**config.mk**
```make
export PLATFORM = sky130hd
export DESIGN_NAME = histTop
export DESIGN_NICKNAME = d
export VERILOG_FILES = /design/src/common/histPkg.sv /design/src/common/histRamIf.sv /design/src/histBuilder/histBuilder.sv /design/src/hw/histConfig.sv /design/src/hw/histRam.sv /design/src/hw/histTop.sv /design/src/peakFinder/peakFinder.sv
export VERILOG_INCLUDE_DIRS = /design/src /design/src/common
export SDC_FILE = /design/constraint.sdc
export NUM_CORES = 1
export LEC_CHECK = 0
export ABC_CLOCK_PERIOD_IN_PS = 17400
export BUFFER_PORTS_ARGS = -buffer_cell sky130_fd_sc_hd__buf_2
export CORE_AREA = 2 2 263 213
export DETAILED_ROUTE_END_ITERATION = 10
export DIE_AREA = 0 0 265 215
export PLACE_DENSITY = 0.67
export SLEW_MARGIN = 10
export SYNTH_ARGS = -nofsm -noshare
export SYNTH_HDL_FRONTEND = slang
export SYNTH_SLANG_ARGS = --single-unit
```
**constraint.sdc**
```tcl
create_clock -name clk -period 17.4 [get_ports clk]
set_input_delay 0.87 -clock clk [delete_from_list [all_inputs] [get_ports clk]]
set_output_delay 0.87 -clock clk [all_outputs]
set_load 0.03 [all_outputs]
```
**src/common/histDefs.svh**
```systemverilog
`ifndef HIST_DEFS_SVH
`define HIST_DEFS_SVH

// array size
`define HIST_PIXELS 4
`define HIST_BINS 16

// widths of the pixel and bin numbers
`define HIST_PIX_W 2
`define HIST_BIN_W 4

// one histogram count, saturates at all ones
`define HIST_COUNT_W 8

// memory address is {pixel, bin}
`define HIST_ADDR_W (`HIST_PIX_W + `HIST_BIN_W)

`endif

```
**src/common/histPkg.sv**
```systemverilog
`include "histDefs.svh"

package histPkg;

    // hit coordinates
    typedef logic [`HIST_PIX_W-1:0] pixelT;
    typedef logic [`HIST_BIN_W-1:0] binT;

    // histogram payload
    typedef logic [`HIST_COUNT_W-1:0] countT;

    // pixel in the upper bits, bin in the lower bits
    typedef logic [`HIST_ADDR_W-1:0] ramAddrT;

    // one result per pixel readout
    typedef struct packed {
        pixelT pixel;
        binT bin;
        countT count;
        logic found;
    } peakT;

    // register select
    typedef logic [1:0] cfgAddrT;

    localparam cfgAddrT CFG_ENABLE = 2'd0;
    localparam cfgAddrT CFG_CLEAR = 2'd1;
    localparam cfgAddrT CFG_THRESH = 2'd2;

endpackage

```
**src/common/histRamIf.sv**
```systemverilog
`timescale 1ns/100ps

// one port of the histogram memory
interface histRamIf;

    // read side, data returns one cycle after rdEn
    logic rdEn;
    histPkg::ramAddrT rdAddr;
    histPkg::countT rdData;

    // write side
    logic wrEn;
    histPkg::ramAddrT wrAddr;
    histPkg::countT wrData;

    modport client (
        output rdEn,
        output rdAddr,
        input rdData,
        output wrEn,
        output wrAddr,
        output wrData
    );

    modport memory (
        input rdEn,
        input rdAddr,
        output rdData,
        input wrEn,
        input wrAddr,
        input wrData
    );

endinterface

```
**src/histBuilder/histBuilder.sv**
```systemverilog
`timescale 1ns/100ps
`include "histDefs.svh"

module histBuilder (
    input logic clk,
    input logic res,
    input logic hitValid,
    input histPkg::pixelT hitPixel,
    input histPkg::binT hitBin,
    input logic histEnable,
    input logic scanBusy,
    histRamIf.client ram
);

    localparam histPkg::countT COUNT_MAX = {`HIST_COUNT_W{1'b1}};

    // hit stage
    logic hitAccept;
    histPkg::ramAddrT hitAddr;

    // read stage, memory data arrives here
    logic rdValid;
    histPkg::ramAddrT rdAddrQ;

    // last written bin, kept for forwarding
    logic wrValid;
    histPkg::ramAddrT wrAddrQ;
    histPkg::countT wrCountQ;

    // increment path
    logic fwdSel;
    histPkg::countT baseCount;
    histPkg::countT nextCount;

    // drop hits while disabled or during readout
    assign hitAccept = hitValid && histEnable && !scanBusy;
    assign hitAddr = {hitPixel, hitBin};

    // read issued on the hit cycle itself
    assign ram.rdEn = hitAccept;
    assign ram.rdAddr = hitAddr;

    always_ff @(posedge clk or negedge res) begin
        if (!res) begin
            rdValid <= 1'b0;
        end else begin
            rdValid <= hitAccept;
        end
    end

    always_ff @(posedge clk) begin
        rdAddrQ <= hitAddr;
    end

    // back-to-back hits on one bin
    // memory still holds the old count because it is read-first
    assign fwdSel = wrValid && (wrAddrQ == rdAddrQ);
    assign baseCount = fwdSel ? wrCountQ : ram.rdData;

    // saturate instead of wrapping
    assign nextCount = (baseCount == COUNT_MAX) ? baseCount : baseCount + 1'b1;

    // write back one edge after the read
    // a hit taken on the edge where the scan starts is lost here
    assign ram.wrEn = rdValid && !scanBusy;
    assign ram.wrAddr = rdAddrQ;
    assign ram.wrData = nextCount;

    always_ff @(posedge clk or negedge res) begin
        if (!res) begin
            wrValid <= 1'b0;
        end else begin
            wrValid <= ram.wrEn;
        end
    end

    // value just written, replaces stale read data next cycle
    always_ff @(posedge clk) begin
        wrAddrQ <= rdAddrQ;
        wrCountQ <= nextCount;
    end

    // a second write to one bin builds on the first, unless saturated
    assert property (@(posedge clk) disable iff (!res)
        ram.wrEn && $past(ram.wrEn) && (ram.wrAddr == $past(ram.wrAddr))
            |-> (ram.wrData > $past(ram.wrData)) || (ram.wrData == COUNT_MAX))
        else $error("histBuilder: count not advanced on back-to-back write");

endmodule

```
**src/hw/histConfig.sv**
```systemverilog
`timescale 1ns/100ps

module histConfig (
    input logic clk,
    input logic res,
    input logic cfgWrite,
    input histPkg::cfgAddrT cfgAddr,
    input histPkg::countT cfgData,
    output logic histEnable,
    output logic clearOnRead,
    output histPkg::countT peakThreshold
);

    // write strobe decode
    logic wrEnable;
    logic wrClear;
    logic wrThresh;

    assign wrEnable = cfgWrite && (cfgAddr == histPkg::CFG_ENABLE);
    assign wrClear = cfgWrite && (cfgAddr == histPkg::CFG_CLEAR);
    assign wrThresh = cfgWrite && (cfgAddr == histPkg::CFG_THRESH);

    // enable and clear-on-read both start set
    // threshold of 1 means any hit makes a peak
    always_ff @(posedge clk or negedge res) begin
        if (!res) begin
            histEnable <= 1'b1;
            clearOnRead <= 1'b1;
            peakThreshold <= histPkg::countT'(1);
        end else begin
            // single-bit registers take bit 0
            if (wrEnable) begin
                histEnable <= cfgData[0];
            end
            if (wrClear) begin
                clearOnRead <= cfgData[0];
            end
            // full count width
            if (wrThresh) begin
                peakThreshold <= cfgData;
            end
        end
    end

endmodule

```
**src/hw/histRam.sv**
```systemverilog
`timescale 1ns/100ps
`include "histDefs.svh"

module histRam (
    input logic clk,
    histRamIf.memory buildPort,
    histRamIf.memory scanPort,
    input logic scanBusy
);

    localparam int DEPTH = `HIST_PIXELS * `HIST_BINS;

    histPkg::countT mem [0:DEPTH-1];

    // selected client
    logic rdEn;
    histPkg::ramAddrT rdAddr;
    logic wrEn;
    histPkg::ramAddrT wrAddr;
    histPkg::countT wrData;
    histPkg::countT rdData;

    // all histograms start empty
    initial begin
        for (int i = 0; i < DEPTH; i++) begin
            mem[i] = '0;
        end
    end

    // scanner owns the memory for the whole readout
    always_comb begin
        if (scanBusy) begin
            rdEn = scanPort.rdEn;
            rdAddr = scanPort.rdAddr;
            wrEn = scanPort.wrEn;
            wrAddr = scanPort.wrAddr;
            wrData = scanPort.wrData;
        end else begin
            rdEn = buildPort.rdEn;
            rdAddr = buildPort.rdAddr;
            wrEn = buildPort.wrEn;
            wrAddr = buildPort.wrAddr;
            wrData = buildPort.wrData;
        end
    end

    // read-first, same address in one cycle returns the old count
    always_ff @(posedge clk) begin
        if (rdEn) begin
            rdData <= mem[rdAddr];
        end
        if (wrEn) begin
            mem[wrAddr] <= wrData;
        end
    end

    // only the selected client looks at it
    assign buildPort.rdData = rdData;
    assign scanPort.rdData = rdData;

    // a write on the idle port would be lost silently
    assert property (@(posedge clk)
        (scanBusy && !buildPort.wrEn) || (!scanBusy && !scanPort.wrEn))
        else $error("histRam: write on unselected port");

endmodule

```
**src/hw/histTop.sv**
```systemverilog
`timescale 1ns/100ps

module histTop (
    input logic clk,
    input logic res,
    input logic hitValid,
    input histPkg::pixelT hitPixel,
    input histPkg::binT hitBin,
    input logic frameEnd,
    input logic cfgWrite,
    input histPkg::cfgAddrT cfgAddr,
    input histPkg::countT cfgData,
    output logic scanBusy,
    output logic peakValid,
    output histPkg::pixelT peakPixel,
    output histPkg::binT peakBin,
    output histPkg::countT peakCount,
    output logic peakFound
);

    // settings
    logic histEnable;
    logic clearOnRead;
    histPkg::countT peakThreshold;

    histPkg::peakT peakResult;

    // builder port and scan port
    histRamIf buildRam ();
    histRamIf scanRam ();

    histConfig config0 (
        .clk(clk),
        .res(res),
        .cfgWrite(cfgWrite),
        .cfgAddr(cfgAddr),
        .cfgData(cfgData),
        .histEnable(histEnable),
        .clearOnRead(clearOnRead),
        .peakThreshold(peakThreshold)
    );

    histBuilder builder0 (
        .clk(clk),
        .res(res),
        .hitValid(hitValid),
        .hitPixel(hitPixel),
        .hitBin(hitBin),
        .histEnable(histEnable),
        .scanBusy(scanBusy),
        .ram(buildRam.client)
    );

    histRam ram0 (
        .clk(clk),
        .buildPort(buildRam.memory),
        .scanPort(scanRam.memory),
        .scanBusy(scanBusy)
    );

    peakFinder finder0 (
        .clk(clk),
        .res(res),
        .frameEnd(frameEnd),
        .clearOnRead(clearOnRead),
        .peakThreshold(peakThreshold),
        .scanBusy(scanBusy),
        .peakValid(peakValid),
        .peakResult(peakResult),
        .ram(scanRam.client)
    );

    // result struct onto the pins
    assign peakPixel = peakResult.pixel;
    assign peakBin = peakResult.bin;
    assign peakCount = peakResult.count;
    assign peakFound = peakResult.found;

endmodule

```
**src/peakFinder/peakFinder.sv**
```systemverilog
`timescale 1ns/100ps
`include "histDefs.svh"

module peakFinder (
    input logic clk,
    input logic res,
    input logic frameEnd,
    input logic clearOnRead,
    input histPkg::countT peakThreshold,
    output logic scanBusy,
    output logic peakValid,
    output histPkg::peakT peakResult,
    histRamIf.client ram
);

    typedef enum logic [1:0] {
        IDLE,
        DRAIN,
        SCAN,
        FLUSH
    } stateT;

    localparam histPkg::ramAddrT LAST_ADDR = histPkg::ramAddrT'(`HIST_PIXELS * `HIST_BINS - 1);
    localparam histPkg::binT LAST_BIN = histPkg::binT'(`HIST_BINS - 1);

    stateT state;
    logic drainDone;
    histPkg::ramAddrT scanAddr;

    // read data stage
    logic dataValid;
    histPkg::ramAddrT dataAddr;
    histPkg::pixelT dataPixel;
    histPkg::binT dataBin;
    logic lastBin;

    // running maximum of the current pixel
    histPkg::countT maxCount;
    histPkg::binT maxBin;
    logic takeNew;
    histPkg::countT bestCount;
    histPkg::binT bestBin;

    // frameEnd -> 2 cycles drain -> scan all addresses -> wait for last pulse
    always_ff @(posedge clk or negedge res) begin
        if (!res) begin
            state <= IDLE;
            drainDone <= 1'b0;
            scanAddr <= '0;
        end else begin
            case (state)
                IDLE: begin
                    drainDone <= 1'b0;
                    scanAddr <= '0;
                    if (frameEnd) begin
                        state <= DRAIN;
                    end
                end
                // lets the builder finish its in-flight writes
                DRAIN: begin
                    drainDone <= 1'b1;
                    if (drainDone) begin
                        state <= SCAN;
                    end
                end
                // one address per cycle, pixel order
                SCAN: begin
                    scanAddr <= scanAddr + 1'b1;
                    if (scanAddr == LAST_ADDR) begin
                        state <= FLUSH;
                    end
                end
                // hold busy over the final result pulse
                FLUSH: begin
                    if (peakValid) begin
                        state <= IDLE;
                    end
                end
                default: begin
                    state <= IDLE;
                end
            endcase
        end
    end

    assign scanBusy = (state == SCAN) || (state == FLUSH);

    // read every bin, zero it in the same cycle
    // old count still comes back, memory is read-first
    assign ram.rdEn = (state == SCAN);
    assign ram.rdAddr = scanAddr;
    assign ram.wrEn = (state == SCAN) && clearOnRead;
    assign ram.wrAddr = scanAddr;
    assign ram.wrData = '0;

    always_ff @(posedge clk or negedge res) begin
        if (!res) begin
            dataValid <= 1'b0;
        end else begin
            dataValid <= ram.rdEn;
        end
    end

    always_ff @(posedge clk) begin
        dataAddr <= scanAddr;
    end

    assign dataBin = dataAddr[`HIST_BIN_W-1:0];
    assign dataPixel = dataAddr[`HIST_ADDR_W-1:`HIST_BIN_W];
    assign lastBin = dataValid && (dataBin == LAST_BIN);

    // bin 0 restarts the search
    // strict compare keeps the lowest bin on ties
    assign takeNew = (dataBin == '0) || (ram.rdData > maxCount);
    assign bestCount = takeNew ? ram.rdData : maxCount;
    assign bestBin = takeNew ? dataBin : maxBin;

    always_ff @(posedge clk) begin
        if (dataValid) begin
            maxCount <= bestCount;
            maxBin <= bestBin;
        end
    end

    // result one cycle after the pixel's last bin
    always_ff @(posedge clk or negedge res) begin
        if (!res) begin
            peakValid <= 1'b0;
        end else begin
            peakValid <= lastBin;
        end
    end

    always_ff @(posedge clk) begin
        if (lastBin) begin
            peakResult.pixel <= dataPixel;
            peakResult.bin <= bestBin;
            peakResult.count <= bestCount;
            peakResult.found <= (bestCount >= peakThreshold);
        end
    end

    // results only come out inside a readout
    assert property (@(posedge clk) disable iff (!res)
        $rose(peakValid) |-> scanBusy)
        else $error("peakFinder: peak result outside readout");

endmodule

```
After elaboration in Yosys (flattened, before gate mapping) --
Memory sizes are Yosys's and may differ from the RTL's. A register that Yosys moved wholly into a read port is not among the register bits. Index checks and enable logic that the tools add are counted.
Word-level totals: input bits 21, bits in writable memories 512, output and inout port bits 17, logic and storage cells 74, memories kept 1, flip-flop bits (word level) 76
Cells by class: add/subtract/negate cells 2, reduce and logical (&&, ||, !) cells 18, multiplexer cells 18, magnitude comparators 2, eq/ne operators 13
Memory list:
- ram0.mem | depth 64, width 8, rd ports 1, clocked after memory_dff 1, write ports 1, line histRam.sv:13 | histPkg::countT mem [0:DEPTH-1];
Operators with widths (count):
- $mux W8 | 4
- $mux W6 | 2
- $pmux W6 S2 | 1
- $logic_and A1 B1 Y1 | 9
- $add A8 B1 Y8 const B | 1
- $eq A8 B8 Y1 const B | 1
- $ge A8 B8 Y1 | 1
- $gt A8 B8 Y1 | 1
- $mux W2 | 4
- $pmux W2 S4 | 1
- $add A6 B1 Y6 const B | 1
- $eq A2 B2 Y1 const B | 3
- $eq A6 B6 Y1 | 1
- $eq A6 B6 Y1 const B | 1
- $eq A2 B1 Y1 const B | 2
- $eq A4 B4 Y1 const B | 1
- $logic_not A2 Y1 | 2
- $logic_not A4 Y1 | 1
- $mux W1 | 4
- $mux W4 | 1
- $ne A2 B1 Y1 const B | 2
- $ne A2 B2 Y1 const B | 2
- $reduce_and A4 Y1 | 1
- $reduce_bool A2 Y1 | 2
- 3 further kinds | 4

Depth between registers and ports, before layout --
depth in word-level cells 7, mapped depth 16

Modules after synthesis --
From an unflattened synthesis, not the netlist that was laid out.
Unflattened totals: cells, all modules 2348, area total of the unflattened synthesis 27996.9 um2
By module, submodules not included:
- histRam | area each 24484.7 um2, instances 1, cells each 2062
- peakFinder | area each 2179.6 um2, instances 1, cells each 172
- histBuilder | area each 930.9 um2, instances 1, cells each 91
- histConfig | area each 401.6 um2, instances 1, cells each 23

Least setup slack after synthesis --
OpenSTA, ideal clock, no wires.
path type reg-to-reg, start point register builder0.rdAddrQ[2] (netlist: builder0.ram.wrAddr[2]), end point memory ram0.mem[0][6] (netlist bit), data pin, slack 11.635 ns, cell stages (with the launch flop) 13, library setup time 0.721 ns, arrival 5.044 ns, required time 16.679 ns, clock period less this slack 5.765 ns, path through dfxtp_1 clkbuf_1 xor2_1 or3_1 clkbuf_1 nor2_2 o21ai_0 ha_1 inv_1 a2111oi_0 o22ai_1 nor3_1 a211oi_1
Between the ends: word-level cells in the longest chain between the ends 6
RTL lines:
- start: declaration | line histBuilder.sv:23 | histPkg::ramAddrT rdAddrQ;
- start signal: assignment | line histBuilder.sv:52 | rdAddrQ <= hitAddr;
- $eq A6 B6 Y1 * | line histBuilder.sv:57 | assign fwdSel = wrValid && (wrAddrQ == rdAddrQ);
- $logic_and A1 B1 Y1 * | line histBuilder.sv:57
- $mux W8 * | line histBuilder.sv:58 | assign baseCount = fwdSel ? wrCountQ : ram.rdData;
- $add A8 B1 Y8 or $eq A8 B8 Y1 (tied branches) | line histBuilder.sv:61 | assign nextCount = (baseCount == COUNT_MAX) ? baseCount : baseCount + 1'b1;
- $mux W8 * | line histBuilder.sv:61
- $mux W8 * | line histRam.sv:32 | if (scanBusy) begin
- net ram0.wrData[6] | line histRam.sv:20 | histPkg::countT wrData;
- end: declaration | line histRam.sv:13
The timed path passes the listed nets; every way through them passes the cells marked *.

Worst setup path in the final report --
start point register finder0.state[0], end point register ram0.rdData[6] (netlist: ram0.buildPort.rdData[6]), read port of ram0.mem, data pin
Between the ends: word-level cells in the longest chain between the ends 5
RTL lines:
- start: declaration | line peakFinder.sv:26 | stateT state;
- start signal: assignment | line peakFinder.sv:47 | state <= IDLE;
- start signal: assignment | line peakFinder.sv:56 | state <= DRAIN;
- start signal: assignment | line peakFinder.sv:63 | state <= SCAN;
- $eq A2 B2 Y1 * | line peakFinder.sv:90 | assign ram.rdEn = (state == SCAN);
- net finder0.ram.rdEn | line histRamIf.sv:17 | output rdEn,
- $logic_or A1 B1 Y1 | line peakFinder.sv:86 | assign scanBusy = (state == SCAN) || (state == FLUSH);
- $logic_not A1 Y1 | line histBuilder.sv:36 | assign hitAccept = hitValid && histEnable && !scanBusy;
- $logic_and A1 B1 Y1 | line histBuilder.sv:36
- $mux W1 | line histRam.sv:32
- end: declaration | line histRam.sv:21 | histPkg::countT rdData;
Marks and branches as above. A chain may end at the register's enable or synchronous reset.

==> qor.csv <==
metric,value,unit
worstPathCellList,inv_1 > ha_1 > nor3b_4 > buf_4 > nor2_4 > buf_12 > mux4_1 > a22oi_1 > nand3_1 > or4_1,
grt.total_usage,20.5,%
place_congestion,0.857,
cts_resized,0,
startpoint,finder0.state[0],
holdBufCountCts,0,
insertion_delay,640,ps
end_kind,flop,
vdd_drop_max,0.0747,mV
crit_type,flop to flop,
routed_wl,58500,um
die_x,265,um
drive_above_1_share,14.4,%
power.density,103,mW/mm^2
netlist_instances,1581,
area_growth,11.7,%
synth_area,0.0242,sq mm
cpPeakStageDelay,770,ps
core,0.0545,sq mm
clock-sinks,596,
async_reset_ff_share,3.86,%
ys_ff_latch,596,
yosysUniqueCellTypes,70,
cts_tree,done,
cts_buffer_depth,3,
drv_slew,0,
synth_fp_nets,1624,
cts_buffers,56,
dr.pass1.iters,5,
cap_violations,0,
place_hpwl,34900,um
fillers,4482,
period_share,28.8,%
rsz0062_at_grt,false,
wl_per_cell,24.7,um
r2r_cells,10,
min_path_type,primary input to async pin,
crit_fanout,107,
io_pins,38,
slowest_stage,ha_1,
cp.required,17770,ps
final_hold_viol_count,0,
tightest_slew,1060,ps
clock.fmax,200,MHz
synth_simple_gate_area_share,8.70,%
final_nets,1657,
antenna_found_initial,0,
synth_xor_area_share,0.470,%
status,completed,
core.rowCount,77,
post_cts_buffers,0,
r2r_end,ram0.buildPort.rdData[6],
first_global_vias,14009,
slew_headroom,29.0,%
antenna_left,0,
initial_core_util,44.5,%
ys.flop_type,edfxtp_1,
ys_warn_count,0,
r2r_setup_slack,12390,ps
clk_pin_slew,60,ps
fin_hold_ws,221,ps
num_antenna_cells,0,
setup_viol,0,
synth_fa_ha_area_share,1.14,%
die_h,215,um
fin_crit,5010,ps
grt_max_degree,108,
vias_per_cell,6.05,
arrival,5380,ps
ys_seq_area_share,72.3,%
leakage,0.00787,uW
tns,0,ps
synth.area.mux_share,7.26,%
grt_pass1_wl,88300,um
power,2790,uW
cp-start-kind,flop,
dieArea,0.0570,sq mm
port_buffers,37,
grt.overflow.total,0,
clockRootBuffer,clkbuf_16,
finalClockSkew,20.7,ps
drtIter0Drc,1806,
reg2reg_from,finder0.state[0],
synth_area_per_cell,15.3,sq um
htreeDepth,2,
synth-edff-count,547,
synth_compound_area_share,7.91,%
critPathCapture,ram0.buildPort.rdData[6],
vias,14352,
synth_top_family_by_area,simple AND/OR/NAND/NOR gates,
drc,0,
## worst max-delay path: cells and delay by family (launching register included)
kind                       cells  cell delay (ps)
AOI/OAI and AO/OA              1              360
adders and majority gates      1              770
buffers and inverters          3             1040
DFF                            1              410
muxes                          1              650
and+or+nand+nor                4             1410
## worst min-delay path by stage
stage	slack (ps)	from	cells past startpoint	to
floorplan	330	builder0.ram.wrAddr[1]	0	builder0.wrAddrQ[1]
global placement	390	finder0.dataAddr[5]	0	finder0.peakResult[14]
detailed placement	390	finder0.dataAddr[5]	0	finder0.peakResult[14]
CTS	210	res	1	finder0.ram.rdAddr[3]
global route	240	res	1	config0.peakThreshold[5]
finish	220	res	1	config0.peakThreshold[5]
## synth_stat cells, types with 16 or more instances
library cell	count	area share (%)
edfxtp_1	547	68
nand2_1	156	2.4
nand3_1	116	2.4
nor2_1	87	1.3
o21ai_0	72	1.5
mux4_2	54	5.0
clkbuf_1	50	0.77
inv_1	40	0.62
mux2i_1	33	1.4
a21oi_1	26	0.54
dfxtp_1	26	2.1
buf_2	24	0.50
a211oi_1	23	0.71
a31oi_1	23	0.59
ha_1	22	1.1
a311oi_1	21	0.76
a22o_1	20	0.72
dfrtp_1	20	2.1
and3_1	16	0.41
## final cells by class
class                      instances  area (sq um)  share of cell area [%]
clock buffer                      73          1500                    5.52
clock inverter                    31           320                    1.18
inverter                          41           154                   0.568
multi-input combinational        857          6320                    23.3
sequential                       596         17500                    64.7
tap                              711           890                    3.28
timing repair buffer              62           385                    1.42
## layer usage
layer	global-route usage, %	vias up	part of all wire (%)
met1	30.6	7276	44
met2	30.3	706	44
met5	0	-	0
met4	5.69	0	2.2
met3	4.61	95	9.7
li1	-	6275	-
## metrics by stage
step	utilization, %	std cells	worst slack [ps]	cell area [sq um]
global route	49.7	2371	12060	27100
finish	49.7	2371	12390	27100
detailed placement	46.4	2267	12410	25300
CTS	49.7	2371	12410	27100
global placement	46.4	2267	12540	25300
floorplan	-	1581	11630	24200
## kinds of logic after synthesis
family / count (synthesis)
DFF: 596
and+or+nand+nor: 446
AOI/OAI and AO/OA: 274
buffers and inverters: 128
muxes: 102
adders and majority gates: 22
xor gates and xnor gates: 13
## sequential cells by signal, indices dropped and copies added, names as in the netlist
signal                 flops
finder0.dataValid          1
builder0.wrAddrQ           6
builder0.ram.wrAddr        6
finder0.peakValid          1
finder0.drainDone          1
config0.peakThreshold      8
builder0.wrCountQ          8
config0.clearOnRead        1
builder0.rdValid           1
finder0.peakResult        15
finder0.ram.rdAddr         6
finder0.state              2
ram0.buildPort.rdData      8
builder0.wrValid           1
finder0.maxBin             4
finder0.maxCount           8
ram0.mem                 512
config0.histEnable         1
finder0.dataAddr           6
## cell usage in the layout (no fill, tap or decap), types with 7 or more instances in the layout
master | netlist | routed
a21oi_1 | 26 | 24
edfxtp_1 | 547 | 547
dfxtp_1 | 26 | 26
clkbuf_1 | 50 | 14
a22o_1 | 20 | 20
mux2_2 | 12 | 12
a221oi_1 | 7 | 7
o21ai_0 | 72 | 72
clkinv_2 | 0 | 11
clkbuf_16 | 0 | 56
o32ai_1 | 9 | 8
nor2_1 | 87 | 87
a31oi_1 | 23 | 23
inv_1 | 40 | 40
dfrtp_1 | 20 | 20
a21o_1 | 7 | 7
nand3_1 | 116 | 116
mux4_2 | 54 | 54
and3_1 | 16 | 16
nand4_1 | 12 | 12
and4_1 | 8 | 8
a32oi_1 | 13 | 13
a311oi_1 | 21 | 21
nor3_1 | 10 | 8
buf_2 | 24 | 37
ha_1 | 22 | 22
xnor2_1 | 7 | 7
mux2i_1 | 33 | 31
nand2_1 | 156 | 155
a211oi_1 | 23 | 21
buf_4 | 4 | 24
clkinv_1 | 0 | 12
## report_power, final
part / internal [uW] / leakage, uW / switching [uW]
logic: 12.6 / 0.00261 / 17.7
registers: 1550 / 0.00437 / 4.80
clock network: 683 / 0.000892 / 527
total: 2240 / 0.00787 / 549
No activity file was read; power rests on OpenSTA's default activity.
